File: src/hw/fe_regmap_pkg.sv
// AXI4-Lite widths, per-radio register offsets, ctrl bits, response codes
`default_nettype none

package fe_regmap_pkg;

   localparam int AXI_ADDR_W   = 8;
   localparam int AXI_DATA_W   = 32;
   localparam int RADIO_STRIDE = 'h40;   // radio r starts at r * stride

   localparam logic [AXI_ADDR_W-1:0] REG_CTRL     = 8'h00;
   localparam logic [AXI_ADDR_W-1:0] REG_ATR_IDLE = 8'h04;
   localparam logic [AXI_ADDR_W-1:0] REG_ATR_RX   = 8'h08;
   localparam logic [AXI_ADDR_W-1:0] REG_ATR_TX   = 8'h0C;
   localparam logic [AXI_ADDR_W-1:0] REG_ATR_FDX  = 8'h10;
   localparam logic [AXI_ADDR_W-1:0] REG_DDR      = 8'h14;
   localparam logic [AXI_ADDR_W-1:0] REG_MISC_OUT = 8'h18;
   localparam logic [AXI_ADDR_W-1:0] REG_GPIO_IN  = 8'h1C;   // read only
   localparam logic [AXI_ADDR_W-1:0] REG_MISC_IN  = 8'h20;   // read only

   // bit positions in REG_CTRL
   localparam int CTRL_RX_SWAP = 0;
   localparam int CTRL_TX_SWAP = 1;
   localparam int CTRL_RX_RUN  = 2;
   localparam int CTRL_TX_RUN  = 3;

   localparam logic [1:0] RESP_OKAY   = 2'b00;
   localparam logic [1:0] RESP_SLVERR = 2'b10;

endpackage

`default_nettype wire

File: src/hw/radio_fe_pkg.sv
// radio count, sample and gpio widths, I/Q sample union
`default_nettype none

package radio_fe_pkg;

   localparam int NUM_RADIOS = 2;

   // sample words
   localparam int SAMPLE_W = 32;
   localparam int IQ_W     = 16;

   // daughterboard and misc io
   localparam int GPIO_W = 32;
   localparam int MISC_W = 32;
   localparam int LED_W  = 3;

   // one adc or dac word, seen raw or as an i/q pair
   // iq[1] is I in the upper half, iq[0] is Q
   typedef union packed {
      logic [SAMPLE_W-1:0]  raw;
      logic [1:0][IQ_W-1:0] iq;
   } sample_u;

endpackage

`default_nettype wire
File: src/hw/radio_fe_top.sv
// top level, control registers plus per-radio sample path and gpio blocks
`timescale 1ns/1ps
`default_nettype none

module radio_fe_top
   import radio_fe_pkg::*, fe_regmap_pkg::*;
(
   input  wire                                  radio_clk,
   input  wire                                  i_reset,
   // AXI4-Lite slave
   input  wire  [AXI_ADDR_W-1:0]                i_s_axi_awaddr,
   input  wire                                  i_s_axi_awvalid,
   output logic                                 o_s_axi_awready,
   input  wire  [AXI_DATA_W-1:0]                i_s_axi_wdata,
   input  wire  [AXI_DATA_W/8-1:0]              i_s_axi_wstrb,
   input  wire                                  i_s_axi_wvalid,
   output logic                                 o_s_axi_wready,
   output logic                                 o_s_axi_bvalid,
   output logic [1:0]                           o_s_axi_bresp,
   input  wire                                  i_s_axi_bready,
   input  wire  [AXI_ADDR_W-1:0]                i_s_axi_araddr,
   input  wire                                  i_s_axi_arvalid,
   output logic                                 o_s_axi_arready,
   output logic                                 o_s_axi_rvalid,
   output logic [AXI_DATA_W-1:0]                o_s_axi_rdata,
   output logic [1:0]                           o_s_axi_rresp,
   input  wire                                  i_s_axi_rready,
   // per radio
   input  wire sample_u [NUM_RADIOS-1:0]        i_rx,
   input  wire  [NUM_RADIOS-1:0]                i_rx_stb,
   output sample_u      [NUM_RADIOS-1:0]        o_rx,
   output logic [NUM_RADIOS-1:0]                o_rx_stb,
   input  wire sample_u [NUM_RADIOS-1:0]        i_tx,
   output sample_u      [NUM_RADIOS-1:0]        o_tx,
   input  wire  [NUM_RADIOS-1:0][GPIO_W-1:0]    i_db_gpio_in,
   output logic [NUM_RADIOS-1:0][GPIO_W-1:0]    o_db_gpio_out,
   output logic [NUM_RADIOS-1:0][GPIO_W-1:0]    o_db_gpio_ddr,
   output logic [NUM_RADIOS-1:0][LED_W-1:0]     o_radio_led,
   input  wire  [NUM_RADIOS-1:0][MISC_W-1:0]    i_misc_in,
   output logic [NUM_RADIOS-1:0][MISC_W-1:0]    o_misc_out
);

   logic [NUM_RADIOS-1:0]             rx_swap, tx_swap, rx_run, tx_run;
   logic [NUM_RADIOS-1:0][GPIO_W-1:0] atr_idle, atr_rx, atr_tx, atr_fdx, ddr;
   logic [NUM_RADIOS-1:0][GPIO_W-1:0] gpio_in_sync;

   fe_ctrl_regs u_ctrl_regs (
      .radio_clk       (radio_clk),
      .i_reset         (i_reset),
      .i_s_axi_awaddr  (i_s_axi_awaddr),
      .i_s_axi_awvalid (i_s_axi_awvalid),
      .o_s_axi_awready (o_s_axi_awready),
      .i_s_axi_wdata   (i_s_axi_wdata),
      .i_s_axi_wstrb   (i_s_axi_wstrb),
      .i_s_axi_wvalid  (i_s_axi_wvalid),
      .o_s_axi_wready  (o_s_axi_wready),
      .o_s_axi_bvalid  (o_s_axi_bvalid),
      .o_s_axi_bresp   (o_s_axi_bresp),
      .i_s_axi_bready  (i_s_axi_bready),
      .i_s_axi_araddr  (i_s_axi_araddr),
      .i_s_axi_arvalid (i_s_axi_arvalid),
      .o_s_axi_arready (o_s_axi_arready),
      .o_s_axi_rvalid  (o_s_axi_rvalid),
      .o_s_axi_rdata   (o_s_axi_rdata),
      .o_s_axi_rresp   (o_s_axi_rresp),
      .i_s_axi_rready  (i_s_axi_rready),
      .i_misc_in       (i_misc_in),
      .i_gpio_in_sync  (gpio_in_sync),
      .o_rx_swap       (rx_swap),
      .o_tx_swap       (tx_swap),
      .o_rx_run        (rx_run),
      .o_tx_run        (tx_run),
      .o_atr_idle      (atr_idle),
      .o_atr_rx        (atr_rx),
      .o_atr_tx        (atr_tx),
      .o_atr_fdx       (atr_fdx),
      .o_ddr           (ddr),
      .o_misc_out      (o_misc_out)
   );

   ////////////////////////////////////////////////////////////////////////////
   // per-radio datapath
   ////////////////////////////////////////////////////////////////////////////

   for (genvar r = 0; r < NUM_RADIOS; r++) begin : g_radio
      fe_sample_path u_sample_path (
         .radio_clk (radio_clk),
         .i_reset   (i_reset),
         .i_rx_swap (rx_swap[r]),
         .i_tx_swap (tx_swap[r]),
         .i_rx      (i_rx[r]),
         .i_rx_stb  (i_rx_stb[r]),
         .o_rx      (o_rx[r]),
         .o_rx_stb  (o_rx_stb[r]),
         .i_tx      (i_tx[r]),
         .o_tx      (o_tx[r])
      );

      fe_gpio_atr u_gpio_atr (
         .radio_clk      (radio_clk),
         .i_reset        (i_reset),
         .i_rx_run       (rx_run[r]),
         .i_tx_run       (tx_run[r]),
         .i_atr_idle     (atr_idle[r]),
         .i_atr_rx       (atr_rx[r]),
         .i_atr_tx       (atr_tx[r]),
         .i_atr_fdx      (atr_fdx[r]),
         .i_ddr          (ddr[r]),
         .i_db_gpio_in   (i_db_gpio_in[r]),
         .o_db_gpio_out  (o_db_gpio_out[r]),
         .o_db_gpio_ddr  (o_db_gpio_ddr[r]),
         .o_gpio_in_sync (gpio_in_sync[r]),
         .o_led          (o_radio_led[r])
      );
   end

endmodule

`default_nettype wire

File: src/hw/fe_gpio_atr.sv
// ATR output select, ddr drive, gpio input synchronizer and status LEDs
`timescale 1ns/1ps
`default_nettype none

module fe_gpio_atr
   import radio_fe_pkg::*;
(
   input  wire               radio_clk,
   input  wire               i_reset,
   // run state
   input  wire               i_rx_run,
   input  wire               i_tx_run,
   // ATR words, one per run state
   input  wire  [GPIO_W-1:0] i_atr_idle,
   input  wire  [GPIO_W-1:0] i_atr_rx,
   input  wire  [GPIO_W-1:0] i_atr_tx,
   input  wire  [GPIO_W-1:0] i_atr_fdx,
   input  wire  [GPIO_W-1:0] i_ddr,
   // daughterboard pins
   input  wire  [GPIO_W-1:0] i_db_gpio_in,
   output logic [GPIO_W-1:0] o_db_gpio_out,
   output logic [GPIO_W-1:0] o_db_gpio_ddr,
   output logic [GPIO_W-1:0] o_gpio_in_sync,
   output logic [LED_W-1:0]  o_led
);

   logic [GPIO_W-1:0] atr_sel;
   logic [LED_W-1:0]  led_next;
   logic [GPIO_W-1:0] gpio_in_meta;

   always_comb begin
      case ({i_tx_run, i_rx_run})
         2'b00:   atr_sel = i_atr_idle;
         2'b01:   atr_sel = i_atr_rx;
         2'b10:   atr_sel = i_atr_tx;
         default: atr_sel = i_atr_fdx;   // full duplex
      endcase
   end

   // {both running, tx, rx alone}
   assign led_next = {i_rx_run & i_tx_run, i_tx_run, i_rx_run & ~i_tx_run};

   always_ff @(posedge radio_clk) begin
      if (i_reset) begin
         o_db_gpio_out <= '0;
         o_db_gpio_ddr <= '0;
         o_led         <= '0;
      end else begin
         o_db_gpio_out <= atr_sel;
         o_db_gpio_ddr <= i_ddr;
         o_led         <= led_next;
      end
   end

   // two-flop sync, pins are not radio_clk timed
   always_ff @(posedge radio_clk) begin
      gpio_in_meta   <= i_db_gpio_in;
      o_gpio_in_sync <= gpio_in_meta;
   end

endmodule

`default_nettype wire

File: src/hw/fe_sample_path.sv
// registered adc and dac sample path with per-direction I/Q swap
`timescale 1ns/1ps
`default_nettype none

module fe_sample_path
   import radio_fe_pkg::*;
(
   input  wire          radio_clk,
   input  wire          i_reset,
   input  wire          i_rx_swap,
   input  wire          i_tx_swap,
   // adc side
   input  wire sample_u i_rx,
   input  wire          i_rx_stb,
   output sample_u      o_rx,
   output logic         o_rx_stb,
   // dac side, runs every cycle
   input  wire sample_u i_tx,
   output sample_u      o_tx
);

   // exchange I and Q through the array view
   function automatic sample_u swap_iq(input sample_u s, input logic swap);
      sample_u res;
      res.raw = s.raw;
      if (swap) begin
         res.iq[1] = s.iq[0];
         res.iq[0] = s.iq[1];
      end
      return res;
   endfunction

   // one flop stage, a new sample may enter every cycle
   always_ff @(posedge radio_clk) begin
      if (i_reset) begin
         o_rx     <= '0;
         o_rx_stb <= 1'b0;
         o_tx     <= '0;
      end else begin
         o_rx     <= swap_iq(i_rx, i_rx_swap);
         o_rx_stb <= i_rx_stb;   // strobe rides along with its word
         o_tx     <= swap_iq(i_tx, i_tx_swap);
      end
   end

endmodule

`default_nettype wire

File: src/hw/fe_ctrl_regs.sv
// AXI4-Lite slave, per-radio register file, misc input capture, readback mux
`timescale 1ns/1ps
`default_nettype none

module fe_ctrl_regs
   import radio_fe_pkg::*, fe_regmap_pkg::*;
(
   input  wire                                  radio_clk,
   input  wire                                  i_reset,
   // AXI4-Lite slave
   input  wire  [AXI_ADDR_W-1:0]                i_s_axi_awaddr,
   input  wire                                  i_s_axi_awvalid,
   output logic                                 o_s_axi_awready,
   input  wire  [AXI_DATA_W-1:0]                i_s_axi_wdata,
   input  wire  [AXI_DATA_W/8-1:0]              i_s_axi_wstrb,   // full-word writes only
   input  wire                                  i_s_axi_wvalid,
   output logic                                 o_s_axi_wready,
   output logic                                 o_s_axi_bvalid,
   output logic [1:0]                           o_s_axi_bresp,
   input  wire                                  i_s_axi_bready,
   input  wire  [AXI_ADDR_W-1:0]                i_s_axi_araddr,
   input  wire                                  i_s_axi_arvalid,
   output logic                                 o_s_axi_arready,
   output logic                                 o_s_axi_rvalid,
   output logic [AXI_DATA_W-1:0]                o_s_axi_rdata,
   output logic [1:0]                           o_s_axi_rresp,
   input  wire                                  i_s_axi_rready,
   // readback from the radios
   input  wire  [NUM_RADIOS-1:0][MISC_W-1:0]    i_misc_in,
   input  wire  [NUM_RADIOS-1:0][GPIO_W-1:0]    i_gpio_in_sync,
   // per-radio controls
   output logic [NUM_RADIOS-1:0]                o_rx_swap,
   output logic [NUM_RADIOS-1:0]                o_tx_swap,
   output logic [NUM_RADIOS-1:0]                o_rx_run,
   output logic [NUM_RADIOS-1:0]                o_tx_run,
   output logic [NUM_RADIOS-1:0][GPIO_W-1:0]    o_atr_idle,
   output logic [NUM_RADIOS-1:0][GPIO_W-1:0]    o_atr_rx,
   output logic [NUM_RADIOS-1:0][GPIO_W-1:0]    o_atr_tx,
   output logic [NUM_RADIOS-1:0][GPIO_W-1:0]    o_atr_fdx,
   output logic [NUM_RADIOS-1:0][GPIO_W-1:0]    o_ddr,
   output logic [NUM_RADIOS-1:0][MISC_W-1:0]    o_misc_out
);

   localparam int OFS_W = $clog2(RADIO_STRIDE);

   logic [NUM_RADIOS-1:0][AXI_DATA_W-1:0] ctrl_q;
   logic [NUM_RADIOS-1:0][MISC_W-1:0]     misc_in_q;

   logic                  wr_fire, wr_ok;
   logic                  rd_fire, rd_ok;
   logic [AXI_ADDR_W-1:0] wr_radio, wr_ofs;
   logic [AXI_ADDR_W-1:0] rd_radio, rd_ofs;
   logic [AXI_DATA_W-1:0] rd_data;

   ////////////////////////////////////////////////////////////////////////////
   // handshakes and address split
   ////////////////////////////////////////////////////////////////////////////

   // one write and one read in flight at most
   assign wr_fire = i_s_axi_awvalid & i_s_axi_wvalid & ~o_s_axi_bvalid;
   assign rd_fire = i_s_axi_arvalid & ~o_s_axi_rvalid;

   assign o_s_axi_awready = wr_fire;
   assign o_s_axi_wready  = wr_fire;
   assign o_s_axi_arready = rd_fire;

   assign wr_radio = i_s_axi_awaddr >> OFS_W;
   assign wr_ofs   = i_s_axi_awaddr & AXI_ADDR_W'(RADIO_STRIDE - 1);
   assign rd_radio = i_s_axi_araddr >> OFS_W;
   assign rd_ofs   = i_s_axi_araddr & AXI_ADDR_W'(RADIO_STRIDE - 1);

   // writable offsets only, read-only ones fall to slverr
   always_comb begin
      wr_ok = 1'b0;
      if (wr_radio < AXI_ADDR_W'(NUM_RADIOS)) begin
         case (wr_ofs)
            REG_CTRL, REG_ATR_IDLE, REG_ATR_RX, REG_ATR_TX,
            REG_ATR_FDX, REG_DDR, REG_MISC_OUT: wr_ok = 1'b1;
            default:                            wr_ok = 1'b0;
         endcase
      end
   end

   ////////////////////////////////////////////////////////////////////////////
   // register file
   ////////////////////////////////////////////////////////////////////////////

   always_ff @(posedge radio_clk) begin
      if (i_reset) begin
         ctrl_q     <= '0;
         o_atr_idle <= '0;
         o_atr_rx   <= '0;
         o_atr_tx   <= '0;
         o_atr_fdx  <= '0;
         o_ddr      <= '0;
         o_misc_out <= '0;
      end else if (wr_fire && wr_ok) begin
         for (int r = 0; r < NUM_RADIOS; r++) begin
            if (wr_radio == AXI_ADDR_W'(r)) begin
               case (wr_ofs)
                  REG_CTRL:     ctrl_q[r]     <= i_s_axi_wdata;
                  REG_ATR_IDLE: o_atr_idle[r] <= i_s_axi_wdata;
                  REG_ATR_RX:   o_atr_rx[r]   <= i_s_axi_wdata;
                  REG_ATR_TX:   o_atr_tx[r]   <= i_s_axi_wdata;
                  REG_ATR_FDX:  o_atr_fdx[r]  <= i_s_axi_wdata;
                  REG_DDR:      o_ddr[r]      <= i_s_axi_wdata;
                  REG_MISC_OUT: o_misc_out[r] <= i_s_axi_wdata;
                  default: ;
               endcase
            end
         end
      end
   end

   always_comb begin
      for (int r = 0; r < NUM_RADIOS; r++) begin
         o_rx_swap[r] = ctrl_q[r][CTRL_RX_SWAP];
         o_tx_swap[r] = ctrl_q[r][CTRL_TX_SWAP];
         o_rx_run[r]  = ctrl_q[r][CTRL_RX_RUN];
         o_tx_run[r]  = ctrl_q[r][CTRL_TX_RUN];
      end
   end

   // misc inputs land in a flop before readback
   always_ff @(posedge radio_clk) begin
      misc_in_q <= i_misc_in;
   end

   ////////////////////////////////////////////////////////////////////////////
   // readback and responses
   ////////////////////////////////////////////////////////////////////////////

   always_comb begin
      rd_data = '0;
      rd_ok   = 1'b0;
      for (int r = 0; r < NUM_RADIOS; r++) begin
         if (rd_radio == AXI_ADDR_W'(r)) begin
            rd_ok = 1'b1;
            case (rd_ofs)
               REG_CTRL:     rd_data = ctrl_q[r];
               REG_ATR_IDLE: rd_data = o_atr_idle[r];
               REG_ATR_RX:   rd_data = o_atr_rx[r];
               REG_ATR_TX:   rd_data = o_atr_tx[r];
               REG_ATR_FDX:  rd_data = o_atr_fdx[r];
               REG_DDR:      rd_data = o_ddr[r];
               REG_MISC_OUT: rd_data = o_misc_out[r];
               REG_GPIO_IN:  rd_data = i_gpio_in_sync[r];
               REG_MISC_IN:  rd_data = misc_in_q[r];
               default:      rd_ok   = 1'b0;   // hole in the map, data stays zero
            endcase
         end
      end
   end

   always_ff @(posedge radio_clk) begin
      if (i_reset) begin
         o_s_axi_bvalid <= 1'b0;
         o_s_axi_rvalid <= 1'b0;
      end else begin
         if (wr_fire)
            o_s_axi_bvalid <= 1'b1;
         else if (i_s_axi_bready)
            o_s_axi_bvalid <= 1'b0;
         if (rd_fire)
            o_s_axi_rvalid <= 1'b1;
         else if (i_s_axi_rready)
            o_s_axi_rvalid <= 1'b0;
      end
   end

   always_ff @(posedge radio_clk) begin
      if (wr_fire) begin
         o_s_axi_bresp <= wr_ok ? RESP_OKAY : RESP_SLVERR;
      end
      if (rd_fire) begin
         o_s_axi_rdata <= rd_data;
         o_s_axi_rresp <= rd_ok ? RESP_OKAY : RESP_SLVERR;
      end
   end

endmodule

`default_nettype wire

File: config.mk
export PLATFORM = sky130hd
export DESIGN_NAME = radio_fe_top
export DESIGN_NICKNAME = d
export VERILOG_FILES = /design/src/hw/fe_regmap_pkg.sv /design/src/hw/radio_fe_pkg.sv /design/src/hw/radio_fe_top.sv /design/src/hw/fe_gpio_atr.sv /design/src/hw/fe_sample_path.sv /design/src/hw/fe_ctrl_regs.sv
export SDC_FILE = /design/constraint.sdc
export NUM_CORES = 2
export LEC_CHECK = 0
export ABC_CLOCK_PERIOD_IN_PS = 3700
export CAP_MARGIN = 20
export CORE_MARGIN = 2
export CORE_UTILIZATION = 40
export DETAILED_ROUTE_END_ITERATION = 16
export DONT_BUFFER_PORTS = 1
export GPL_TIMING_DRIVEN = 0
export SYNTH_ARGS = -nofsm -noshare
export SYNTH_HDL_FRONTEND = slang
export SYNTH_SLANG_ARGS = --single-unit
File: constraint.sdc
create_clock -name radio_clk -period 3.7 [get_ports radio_clk]
set_input_delay 0.37 -clock radio_clk [delete_from_list [all_inputs] [get_ports radio_clk]]
set_output_delay 0.37 -clock radio_clk [all_outputs]
set_load 0.01 [all_outputs]
==> flow_summary.ini <==
[run_status]
status = complete, no violations

[setup_path]
slowest_delay_ns = 0.82
crit_required_ns = 4.06
worst_path_most_repeated_cell = buf_2
cp_slowest_cell = o31ai_1
crit_path_start_kind = input port
worstPathCellList = buf_2 -> buf_2 -> buf_2 -> buf_4 -> mux2i_1 -> o2111ai_1 -> o31ai_1 -> a31oi_1
critical_path_class = input port to flop
critPathMaxFanout = 10
cp.arrival_ns = 3.72
end_kind = flop

[pwr]
pwr_density_cell_nw_per_um2 = 525
power_mw = 22.8
irDropWorstVdd_mv = 0.486
p_leak_nw = 15.1

[sta]
finalCriticalPeriod_ns = 3.36
fmax_mhz = 298
fin_ws_ns = 0.344
final_hold_viol_count = 0
drv_slew = 0
setup_viol = 0
tns_ns = 0
relSlewSlack = 0.0737
fin_crit_sh = 0.907
worstMarginPinSlew_ns = 1.39
grt_setup_unrepaired = false
skew_ns = 0.0334

[place]
dp_slack_ns = -0.142
hpwl_mm = 116
port_buffers = 0
gp_congestion = 0.977

[routing]
drt-met1-wl_mm = 61.4
routed.top_layer = met5
drcViolationCount = 0
wl_met3_mm = 23.8
dr_total_vias = 31073
drt-total-wl_mm = 164
wl_per_cell_um = 31.2
drt-initial-drc-count = 4645
drtAntennaViolNets = 0
viasPerCell = 5.90
wl_met2_mm = 68.9
drtPass1Iterations = 9

[die]
pin_count = 686
die_w_um = 298
rows = 107
fp.dieH_um = 298
die-area_sq_um = 88900
start_util = 0.405
core_sq_um = 85400

[clock_tree]
cts_resized = 0
cts_tree = done
h-tree-depth = 3
clock_sinks = 940
cts-buffers-inserted = 99
holdBufCountCts = 358
path_clk_slew_ns = 0.06
root_buffer = clkbuf_16
cts.path.max_buffers = 3
clk_latency_ns = 0.70
postCtsSetupBuffers = 0

[synth]
ys.flop_type = dfxtp_1
synth_edf_count = 34
synthArstFlopShare = 0
netlist_area_sq_um = 34600
postSynthAreaPerCell_sq_um = 9.76
yosys_warnings = 0
yosysSeqAreaShare = 0.554
ys_ff_latch = 940
syn_inst = 3546
ys_types = 64

[global_route]
overflow = 0
grt_start_max_net_pins = 21
grt_pass1_wl_mm = 225
grt_usage = 0.356
grt_pass1_vias = 29429
antenna_found_initial = 30

[run]
max-cap-violations = 0

[cells_and_area]
drive_gt1_frac = 0.0987
area.growth.synth_to_final_pct = 25.6
final_cell_mix = dfxtp_1 (906), nand2_1 (873), a21oi_1 (425), dlygate4sd3_1 (358), clkbuf_1 (234)
mostFrequentLayoutCell = dfxtp_1
layout.nets = 4336

[hold_path]
hold_class = input port to flop
==> cell type report <==
cell class	instances	area (sq um)
antenna	15	37.5
buffer	318	1420
clock buffer	136	2840
clock inverter	50	781
fill	7874	42000
inverter	2	7.51
multi-input combinational	2287	14000
sequential	940	19200
tap	1144	1430
timing repair buffer	371	3750
==> final timing paths <==
| kind | startpoint | to | slack (ns) | cells after the start |
|---|---|---|---|---|
| max | i_s_axi_araddr[2] | u_ctrl_regs.o_s_axi_rdata[0] | 0.34 | 8 |
| min | i_s_axi_awaddr[5] | u_ctrl_regs.o_s_axi_bresp[1] | 0.04 | 2 |
| max reg2reg | u_ctrl_regs.o_s_axi_bvalid | u_ctrl_regs.o_ddr[60] | 0.79 | 8 |
| min reg2reg | g_radio[1].u_gpio_atr.gpio_in_meta[16] | g_radio[1].u_gpio_atr.o_gpio_in_sync[16] | 0.32 | 0 |
==> worst max-delay path, delay by kind of cell <==
kind / cells / cell delay (ns)
AO/OA/AOI/OAI: 3 / 1.20
buffers and inverters: 4 / 1.65
multiplexers: 1 / 0.46
==> power by group <==
part	switching, mW	leakage [nW]	internal (mW)	total [mW]
logic	0.780	5.59	0.431	1.21
registers	0.180	7.74	10.4	10.6
clock network	4.43	1.75	6.60	11.0
total	5.39	15.1	17.4	22.8
==> Yosys cell counts, types with 7 or more instances <==
cell type | count | share of area
a211oi_1 | 19 | 0.0041
a21boi_0 | 8 | 0.0017
a21oi_1 | 425 | 0.061
a221oi_1 | 20 | 0.0051
a222oi_1 | 22 | 0.0064
a22o_1 | 36 | 0.0091
a22oi_1 | 70 | 0.015
a31oi_1 | 13 | 0.0024
and2_1 | 11 | 0.0020
and3_1 | 9 | 0.0016
buf_1 | 12 | 0.0013
buf_2 | 63 | 0.0091
buf_4 | 23 | 0.0050
clkbuf_1 | 216 | 0.023
dfxtp_1 | 906 | 0.52
edfxtp_1 | 34 | 0.030
mux2_2 | 29 | 0.0094
mux2i_1 | 204 | 0.059
mux4_2 | 87 | 0.057
nand2_1 | 873 | 0.095
nand3_1 | 31 | 0.0045
nand4_1 | 11 | 0.0020
nor2_1 | 167 | 0.018
nor2b_1 | 136 | 0.025
o2111ai_1 | 8 | 0.0020
o211a_1 | 9 | 0.0026
o211ai_1 | 9 | 0.0020
o22ai_1 | 16 | 0.0029
o2bb2ai_1 | 7 | 0.0018
==> metrics by stage <==
step	utilization	cells	hold WS (ns)	instance area, sq um
after floorplan	-	3547	0.310	34600
after global placement	0.422	4691	0.312	36000
after detailed placement	0.423	4697	0.312	36100
after CTS	0.507	5241	0.000816	43300
after global routing	0.508	5253	0.0479	43400
final	0.509	5263	0.0442	43500
==> routing by layer <==
layer,global-route usage,up-vias
li1,-,13110
met1,0.446,14928
met2,0.517,2438
met3,0.151,567
met4,0.188,30
met5,0,-
==> logic make-up (layout without fill, tap and decap cells) <==
kind of cell	Yosys count	count (layout)	share of synthesized area
AND/OR/NAND/NOR	1281	1281	0.158
flip-flops	940	940	0.554
AO/OA/AOI/OAI	684	684	0.122
multiplexers	320	320	0.125
buffers and inverters	320	877	0.0411
other	1	17	0.000108
==> sequential cells by signal, summed over array words and instances, names as in the netlist, 2 cells and up <==
register                           flops
u_ctrl_regs.misc_in_q                 64
u_ctrl_regs.o_s_axi_rdata             32
u_ctrl_regs.o_ddr                     64
g_radio.u_sample_path.o_rx            64
u_ctrl_regs.o_atr_tx                  64
g_radio.u_sample_path.o_tx            64
g_radio.u_gpio_atr.o_db_gpio_ddr      64
u_ctrl_regs.o_atr_idle                64
g_radio.u_gpio_atr.o_gpio_in_sync     64
u_ctrl_regs.o_tx_run                   2
u_ctrl_regs.o_rx_run                   2
u_ctrl_regs.o_atr_rx                  64
u_ctrl_regs.o_atr_fdx                 64
g_radio.u_gpio_atr.o_db_gpio_out      64
g_radio.u_sample_path.o_rx_stb         2
u_ctrl_regs.ctrl_q                    56
g_radio.u_gpio_atr.o_led               6
u_ctrl_regs.o_rx_swap                  2
g_radio.u_gpio_atr.gpio_in_meta       64
u_ctrl_regs.o_tx_swap                  2
u_ctrl_regs.o_misc_out                64
No activity file was read; power rests on OpenSTA's default activity.
